$ cat src/include/x_buffer_config.svh
/*
 * Operand-X transpose buffer configuration.
 * Element width and tile geometry. Tile sizes are powers of two.
 */

`ifndef X_BUFFER_CONFIG_SVH
`define X_BUFFER_CONFIG_SVH

// Bits per element.
`define X_WORD_SIZE 32

// Rows and columns of a full tile.
`define X_ROWS 4
`define X_COLS 8

`endif

$ cat src/source/x_buffer_pkg.sv
/*
 * Operand-X transpose buffer types.
 * Element, row and column vectors, indices and the tile size descriptor.
 */

`include "x_buffer_config.svh"

package x_buffer_pkg;

  localparam int unsigned WORD_SIZE = `X_WORD_SIZE;
  localparam int unsigned NUM_ROWS  = `X_ROWS;
  localparam int unsigned NUM_COLS  = `X_COLS;
  localparam int unsigned ROW_AW    = $clog2(NUM_ROWS);
  localparam int unsigned COL_AW    = $clog2(NUM_COLS);

  typedef logic [WORD_SIZE-1:0]     x_word_t;
  typedef x_word_t [NUM_COLS-1:0]   x_row_t;  // One tile row, word 0 in the low slot.
  typedef x_word_t [NUM_ROWS-1:0]   x_col_t;  // One tile column, row 0 in the low slot.
  typedef logic [ROW_AW-1:0]        x_row_addr_t;
  typedef logic [COL_AW-1:0]        x_col_addr_t;

  // Real size of the tile, counts run from 1 up to the full size.
  typedef struct packed {
    logic [ROW_AW:0] n_rows;
    logic [COL_AW:0] n_cols;
  } x_tile_cfg_t;

endpackage : x_buffer_pkg

$ cat src/source/x_row_packer.sv
/*
 * Operand-X row packer.
 * Gathers serial input words into one row vector, wrapping at the tile's
 * real width so that the unused slots stay zero, and emits each finished
 * row as a registered vector with a one-cycle strobe.
 */

`timescale 1ns/10ps

module x_row_packer (
  input  logic                      clk_i,
  input  logic                      rst_ni,
  input  logic                      clear_i,
  input  logic                      load_en_i,
  input  x_buffer_pkg::x_tile_cfg_t cfg_i,
  input  logic                      word_valid_i,
  input  x_buffer_pkg::x_word_t     word_i,
  output logic                      row_valid_o,
  output x_buffer_pkg::x_row_t      row_o
);
  import x_buffer_pkg::*;

  x_col_addr_t     slot_q;
  x_row_t          slots_q;
  x_row_t          slots_next;
  x_row_t          row_q;
  logic            row_valid_q;
  logic            take_word;
  logic            last_slot;
  logic [COL_AW:0] last_col;

  assign take_word = load_en_i & word_valid_i;
  assign last_col  = cfg_i.n_cols - 1'b1;
  assign last_slot = ({1'b0, slot_q} == last_col);

  // The row as it stands once the current word is placed.
  always_comb begin
    slots_next         = slots_q;
    slots_next[slot_q] = word_i;
  end

  always_ff @(posedge clk_i or negedge rst_ni) begin
    if (!rst_ni) begin
      slot_q      <= '0;
      row_valid_q <= 1'b0;
    end else if (clear_i) begin
      slot_q      <= '0;
      row_valid_q <= 1'b0;
    end else begin
      row_valid_q <= take_word & last_slot;
      if (take_word) begin
        slot_q <= last_slot ? '0 : slot_q + 1'b1;
      end
    end
  end

  // Slots restart from zero after every row, which pads short rows.
  always_ff @(posedge clk_i) begin
    if (clear_i) begin
      slots_q <= '0;
    end else if (take_word) begin
      slots_q <= last_slot ? '0 : slots_next;
    end
  end

  always_ff @(posedge clk_i) begin
    if (take_word && last_slot) begin
      row_q <= slots_next;
    end
  end

  assign row_valid_o = row_valid_q;
  assign row_o       = row_q;

endmodule : x_row_packer

$ cat src/source/x_transpose_scm.sv
/*
 * Operand-X transpose memory.
 * Flip-flop array written one row at a time and read one column at a time
 * through a registered column address, which yields the transposed tile.
 */

`timescale 1ns/10ps

module x_transpose_scm (
  input  logic                      clk_i,
  input  logic                      rst_ni,
  input  logic                      clear_i,
  input  logic                      write_en_i,
  input  x_buffer_pkg::x_row_addr_t write_addr_i,
  input  x_buffer_pkg::x_row_t      wdata_i,
  input  logic                      read_en_i,
  input  x_buffer_pkg::x_col_addr_t read_addr_i,
  output x_buffer_pkg::x_col_t      rdata_o
);
  import x_buffer_pkg::*;

  x_row_t [NUM_ROWS-1:0] buffer_q;
  x_col_addr_t           read_addr_q;

  always_ff @(posedge clk_i or negedge rst_ni) begin
    if (!rst_ni) begin
      read_addr_q <= '0;
    end else if (clear_i) begin
      read_addr_q <= '0;
    end else if (read_en_i) begin
      read_addr_q <= read_addr_i;
    end
  end

  // Clearing the whole array makes rows the tile never writes read as zero.
  for (genvar r = 0; r < NUM_ROWS; r++) begin : gen_rows
    always_ff @(posedge clk_i) begin
      if (clear_i) begin
        buffer_q[r] <= '0;
      end else if (write_en_i && (write_addr_i == x_row_addr_t'(r))) begin
        buffer_q[r] <= wdata_i;
      end
    end

    assign rdata_o[r] = buffer_q[r][read_addr_q];  // Same column taken from every row.
  end

endmodule : x_transpose_scm

$ cat src/source/x_buffer_ctrl.sv
/*
 * Operand-X buffer load/drain sequencer.
 * Latches the tile size on start and clears the datapath, counts row writes
 * during load, then steps the column reads during drain and flags the end.
 */

`timescale 1ns/10ps

module x_buffer_ctrl (
  input  logic                      clk_i,
  input  logic                      rst_ni,
  input  logic                      start_i,
  input  x_buffer_pkg::x_tile_cfg_t cfg_i,
  input  logic                      row_valid_i,
  output logic                      clear_o,
  output logic                      load_en_o,
  output x_buffer_pkg::x_tile_cfg_t cfg_o,
  output logic                      write_en_o,
  output x_buffer_pkg::x_row_addr_t write_addr_o,
  output logic                      read_en_o,
  output x_buffer_pkg::x_col_addr_t read_addr_o,
  output logic                      busy_o,
  output logic                      col_valid_o,
  output logic                      done_o
);
  import x_buffer_pkg::*;

  typedef enum logic [1:0] {
    IDLE,
    LOAD,
    DRAIN
  } state_e;

  state_e          state_q;
  x_tile_cfg_t     cfg_q;
  x_row_addr_t     row_cnt_q;
  x_col_addr_t     col_cnt_q;
  logic            busy_q;
  logic            col_valid_q;
  logic            done_q;
  logic            accept;
  logic            is_last_row;
  logic            is_last_col;
  logic [ROW_AW:0] last_row_idx;
  logic [COL_AW:0] last_col_idx;

  // Busy stays high through the done cycle, so a start there is dropped.
  assign accept = start_i & ~busy_q;

  assign last_row_idx = cfg_q.n_rows - 1'b1;
  assign last_col_idx = cfg_q.n_cols - 1'b1;
  assign is_last_row  = ({1'b0, row_cnt_q} == last_row_idx);
  assign is_last_col  = ({1'b0, col_cnt_q} == last_col_idx);

  assign clear_o      = accept;  // Datapath clears on the same edge that latches cfg.
  assign load_en_o    = (state_q == LOAD);
  assign cfg_o        = cfg_q;
  assign write_en_o   = row_valid_i & (state_q == LOAD);
  assign write_addr_o = row_cnt_q;
  assign read_en_o    = (state_q == DRAIN);
  assign read_addr_o  = col_cnt_q;

  always_ff @(posedge clk_i or negedge rst_ni) begin
    if (!rst_ni) begin
      state_q   <= IDLE;
      cfg_q     <= '0;
      row_cnt_q <= '0;
      col_cnt_q <= '0;
    end else begin
      case (state_q)
        IDLE: begin
          if (accept) begin
            state_q   <= LOAD;
            cfg_q     <= cfg_i;
            row_cnt_q <= '0;
            col_cnt_q <= '0;
          end
        end
        LOAD: begin
          if (write_en_o) begin
            if (is_last_row) begin
              state_q   <= DRAIN;  // Drain begins right after the last row lands.
              row_cnt_q <= '0;
            end else begin
              row_cnt_q <= row_cnt_q + 1'b1;
            end
          end
        end
        DRAIN: begin
          if (is_last_col) begin
            state_q   <= IDLE;
            col_cnt_q <= '0;
          end else begin
            col_cnt_q <= col_cnt_q + 1'b1;
          end
        end
        default: state_q <= IDLE;
      endcase
    end
  end

  // Column strobes trail the reads by one cycle to line up with rdata.
  always_ff @(posedge clk_i or negedge rst_ni) begin
    if (!rst_ni) begin
      busy_q      <= 1'b0;
      col_valid_q <= 1'b0;
      done_q      <= 1'b0;
    end else begin
      col_valid_q <= read_en_o;
      done_q      <= read_en_o & is_last_col;
      if (accept) begin
        busy_q <= 1'b1;
      end else if (done_q) begin
        busy_q <= 1'b0;
      end
    end
  end

  assign busy_o      = busy_q;
  assign col_valid_o = col_valid_q;
  assign done_o      = done_q;

endmodule : x_buffer_ctrl

$ cat src/source/x_buffer_top.sv
/*
 * Operand-X transpose buffer.
 * Loads a tile row by row from a word stream and plays it out column by
 * column, with rows and columns outside the tile's real size read as zero.
 */

`timescale 1ns/10ps

module x_buffer_top (
  input  logic                      clk_i,
  input  logic                      rst_ni,
  input  logic                      start_i,
  input  x_buffer_pkg::x_tile_cfg_t cfg_i,
  input  logic                      word_valid_i,
  input  x_buffer_pkg::x_word_t     word_i,
  output logic                      busy_o,
  output logic                      col_valid_o,
  output x_buffer_pkg::x_col_t      col_o,
  output logic                      done_o
);
  import x_buffer_pkg::*;

  logic        clear;
  logic        load_en;
  x_tile_cfg_t cfg_q;
  logic        row_valid;
  x_row_t      row_data;
  logic        write_en;
  x_row_addr_t write_addr;
  logic        read_en;
  x_col_addr_t read_addr;

  x_buffer_ctrl u_ctrl (
    .clk_i        (clk_i),
    .rst_ni       (rst_ni),
    .start_i      (start_i),
    .cfg_i        (cfg_i),
    .row_valid_i  (row_valid),
    .clear_o      (clear),
    .load_en_o    (load_en),
    .cfg_o        (cfg_q),
    .write_en_o   (write_en),
    .write_addr_o (write_addr),
    .read_en_o    (read_en),
    .read_addr_o  (read_addr),
    .busy_o       (busy_o),
    .col_valid_o  (col_valid_o),
    .done_o       (done_o)
  );

  x_row_packer u_packer (
    .clk_i        (clk_i),
    .rst_ni       (rst_ni),
    .clear_i      (clear),
    .load_en_i    (load_en),
    .cfg_i        (cfg_q),
    .word_valid_i (word_valid_i),
    .word_i       (word_i),
    .row_valid_o  (row_valid),
    .row_o        (row_data)
  );

  x_transpose_scm u_scm (
    .clk_i        (clk_i),
    .rst_ni       (rst_ni),
    .clear_i      (clear),
    .write_en_i   (write_en),
    .write_addr_i (write_addr),
    .wdata_i      (row_data),
    .read_en_i    (read_en),
    .read_addr_i  (read_addr),
    .rdata_o      (col_o)
  );

endmodule : x_buffer_top

$ cat config.mk
export PLATFORM = sky130hd
export DESIGN_NAME = x_buffer_top
export DESIGN_NICKNAME = d
export VERILOG_FILES = /design/src/source/x_buffer_pkg.sv /design/src/source/x_row_packer.sv /design/src/source/x_transpose_scm.sv /design/src/source/x_buffer_ctrl.sv /design/src/source/x_buffer_top.sv
export VERILOG_INCLUDE_DIRS = /design/src /design/src/include
export SDC_FILE = /design/constraint.sdc
export NUM_CORES = 2
export LEC_CHECK = 0
export BUFFER_PORTS_ARGS = -buffer_cell sky130_fd_sc_hd__buf_2
export CORE_ASPECT_RATIO = 1.2
export CORE_MARGIN = 2
export CORE_UTILIZATION = 58
export CTS_BUF_LIST = sky130_fd_sc_hd__clkbuf_8
export DETAILED_ROUTE_END_ITERATION = 8
export PLACE_DENSITY = 0.84
export SYNTH_ARGS = -nofsm -noshare
export SYNTH_HDL_FRONTEND = slang
export SYNTH_HIERARCHICAL = 1
export SYNTH_SLANG_ARGS = --single-unit
$ cat constraint.sdc
create_clock -name clk_i -period 14.7 [get_ports clk_i]
set_clock_uncertainty 0.1 [all_clocks]
set_input_delay 0.735 -clock clk_i [delete_from_list [all_inputs] [get_ports clk_i]]
set_output_delay 0.735 -clock clk_i [all_outputs]
set_load 0.005 [all_outputs]
==> summary.txt <==
Outcome
  – Run status: finished, final reports clean

Logic synthesis
  – FF+latch count, synth: 1,560
  – Post-synth EDFFs: 256
  – Ys flop type: dfxtp_1
  – Post-synthesis async set-or-reset flop share: 1.54%
  – Syn Nets: 6,728
  – Post-Synthesis Cells: 6,680
  – Post-Syn Area per Cell: 9.46 µm²
  – Yosys warns: 6
  – Post-synthesis sequential area ratio: 53.7%
  – Syn Std Cell Area: 63,200 µm²
  – Yosys cell types: 46

Routing
  – Routed Antenna Nets: 0
  – Drc violations: 0
  – Highest Signal Layer: met5
  – Met2 routed WL: 84,000 µm
  – DR iter-0 viols: 5,632
  – DR pass1 iterations: 8
  – DR WL/cell: 20.7 µm
  – Vias per std cell: 5.99
  – Met1 wire length: 62,200 µm
  – WL final: 171,000 µm
  – Via count: 49,500
  – DR WL met3: 15,100 µm

Global routing
  – Largest net degree at the start of global routing: 189
  – Vias in the first global route: 49,000
  – First-pass GRT wire length: 264,000 µm
  – Initial antenna violation count: 27
  – Global route total overflow: 0
  – GRT Util Overall: 30.0%

Critical path
  – CP max stage delay: 870 ps
  – WP data arrival: 4950 ps
  – Critical path peak fanout: 110
  – Crit path required time: 13,860 ps
  – Crit path buffers/inverters: 4
  – Top delay family on crit path: buffers and inverters
  – CP Cell Sequence: buf_12 > buf_12 > buf_4 > mux4_2 > mux2_2 > buf_2
  – CP endpoint kind: output pin
  – Startpoint types: register
  – WS Path Type: reg2out
  – Slowest stage cell, crit path: buf_4
  – CP dominant cell by count: buf_12

Clocking
  – CTS tree: built
  – Clock Path Buffers: 3
  – Clock latency on the worst-skew pair: 950 ps
  – # H-tree levels: 4
  – Buffer count from post-CTS setup fixing: 0
  – CTS clk-pin slew, worst paths: 70 ps
  – CTS sink cnt: 1,560
  – Cts bufs inserted: 229
  – Root buf cell: clkbuf_8

Place
  – GP Congestion: 0.839
  – Post-DP HPWL: 99,200 µm
  – PortBufs: 173
  – Area after DPL: 64,100 µm²
  – Dpl cells: 7,794

Timing
  – Pins Over Slew Limit: 0
  – Fin crit share: 39.3%
  – Final hold violation count: 0
  – Fin crit period: 5780 ps
  – F_max: 173 MHz
  – Final Setup Violations: 0
  – Final setup TNS: 0 ps
  – Worst-margin pin slew: 1240 ps
  – RSZ-0062 raised after global routing: no
  – Slew headroom: 17.5%

Run
  – Max Cap Viol: 0

Floorplanning
  – Initial Utilization: 58.5%
  – Chip Height: 366 µm
  – Core ar.: 108,000 µm²
  – Num rows: 132
  – Die Footprint: 112,000 µm²
  – Die width: 305 µm
  – I/O pin cnt: 174

Cells and area
  – Nets: 6,676
  – Area Growth Syn to Fin: 9.19%
  – Fillers: 8,134
  – Cell area after layout: 69,000 µm²
  – Fraction of layout cells with a size suffix above 1: 18.1%
  – Final core utilization: 63.9%
  – Commonest cells after routing, fill and taps aside: nand2_1 (2,577), dfxtp_1 (1,280), a21oi_1 (1,028)
  – Commonest non-fill, non-tap cell in the layout: nand2_1
  – Non-Filler Instances: 8,257

Min path
  – Hold Path Class: in2reg

Pwr
  – Leakage power: 26.9 nW
  – VDD IR max: 161 µV
  – PwrDens: 225 nW/µm²
-- worst reg2reg max path, stage by stage (launching register included) --
cell	delay, ps
dfrtp_1	430
and2b_1	320
and2_1	330
nand3_4	130
buf_4	840
buf_4	950
buf_4	960
nand2_1	220
a21oi_1	220
-- where the power goes --
group	switching [mW]	internal, mW
combinational	2.68	2.46
clock	1.71	1.82
sequential	0.876	5.99
total	5.27	10.3
-- registers in the layout (all words and copies together), names as in the netlist --
| name | flops |
|---|---|
| u_ctrl/busy_o | 1 |
| u_ctrl/cfg_o | 7 |
| u_ctrl/col_valid_o | 1 |
| u_ctrl/done_o | 1 |
| u_ctrl/read_addr_o | 3 |
| u_ctrl/state_q | 2 |
| u_ctrl/write_addr_o | 2 |
| u_packer/row_o | 256 |
| u_packer/row_valid_o | 1 |
| u_packer/slot_q | 3 |
| u_packer/slots_q | 256 |
| u_scm/buffer_q | 1024 |
| u_scm/read_addr_q | 3 |
-- routing by layer --
metal | track usage (%) | vias up
li1 | - | 22500
met1 | 34.9 | 23900
met2 | 51.6 | 2544
met3 | 5.91 | 506
met4 | 18.0 | 10
met5 | 0 | -
-- repair_timing --
item,CTS,global route
gates resized for setup,0,0
hold buffers,10,0
hold endpoints to repair,33,0
-- worst paths after layout --
check	from	endpoint	slack, ps	cells past startpoint
worst max register to register	u_ctrl/state_q[1]	u_scm/buffer_q[964]	10130	8
min in group asynchronous	rst_ni	u_packer/slot_q[2]	250	2
worst min register to register	u_packer/slots_q[17]	u_packer/slots_q[17]	340	2
worst max-delay path	u_scm/read_addr_q[0]	col_o[114]	8920	6
worst min-delay path	word_i[21]	u_packer/row_o[213]	120	2
max in group asynchronous	rst_ni	u_scm/read_addr_q[0]	13810	2
-- cells in the mapped netlist (24+ instances only) --
cell / count / area [µm²]
nand2_1: 2577 / 9670
dfxtp_1: 1280 / 25600
a21oi_1: 1029 / 5150
mux2_2: 388 / 4370
clkbuf_1: 304 / 1140
edfxtp_1: 256 / 7690
mux4_2: 256 / 5770
o21ai_0: 256 / 1280
buf_2: 147 / 736
buf_6: 27 / 304
buf_1: 26 / 97.6
dfrtp_1: 24 / 601
-- cells by family after synthesis --
| logic type | share of synthesized area (%) |
|---|---|
| xor+xnor | 0.139 |
| compound gates | 10.4 |
| fa+ha+maj | 0.0990 |
| simple gates | 15.8 |
| mux | 16.1 |
| flops | 53.7 |
| buf+inv | 3.85 |
-- through the flow --
stage	hold WS [ps]	total power [mW]	worst slack [ps]
after floorplan	320	10.2	724
final	119	15.5	8920
after CTS	54.8	15.5	8750
after global routing	106	16.3	8590
after detailed placement	336	12.0	9750
after global placement	328	11.7	9770
-- final cells by class --
cell class | count | area, µm² | share of cell area (%)
Tap cell | 1407 | 1760 | 2.55
Inverter | 9 | 33.8 | 0.0489
Clock buffer | 291 | 4010 | 5.80
Multi-Input combinational cell | 4585 | 27000 | 39.1
Sequential cell | 1560 | 33900 | 49.2
Antenna cell | 15 | 37.5 | 0.0544
Timing Repair Buffer | 243 | 1490 | 2.16
Clock inverter | 147 | 797 | 1.15
Note: power is estimated with default switching activity, not from simulation.
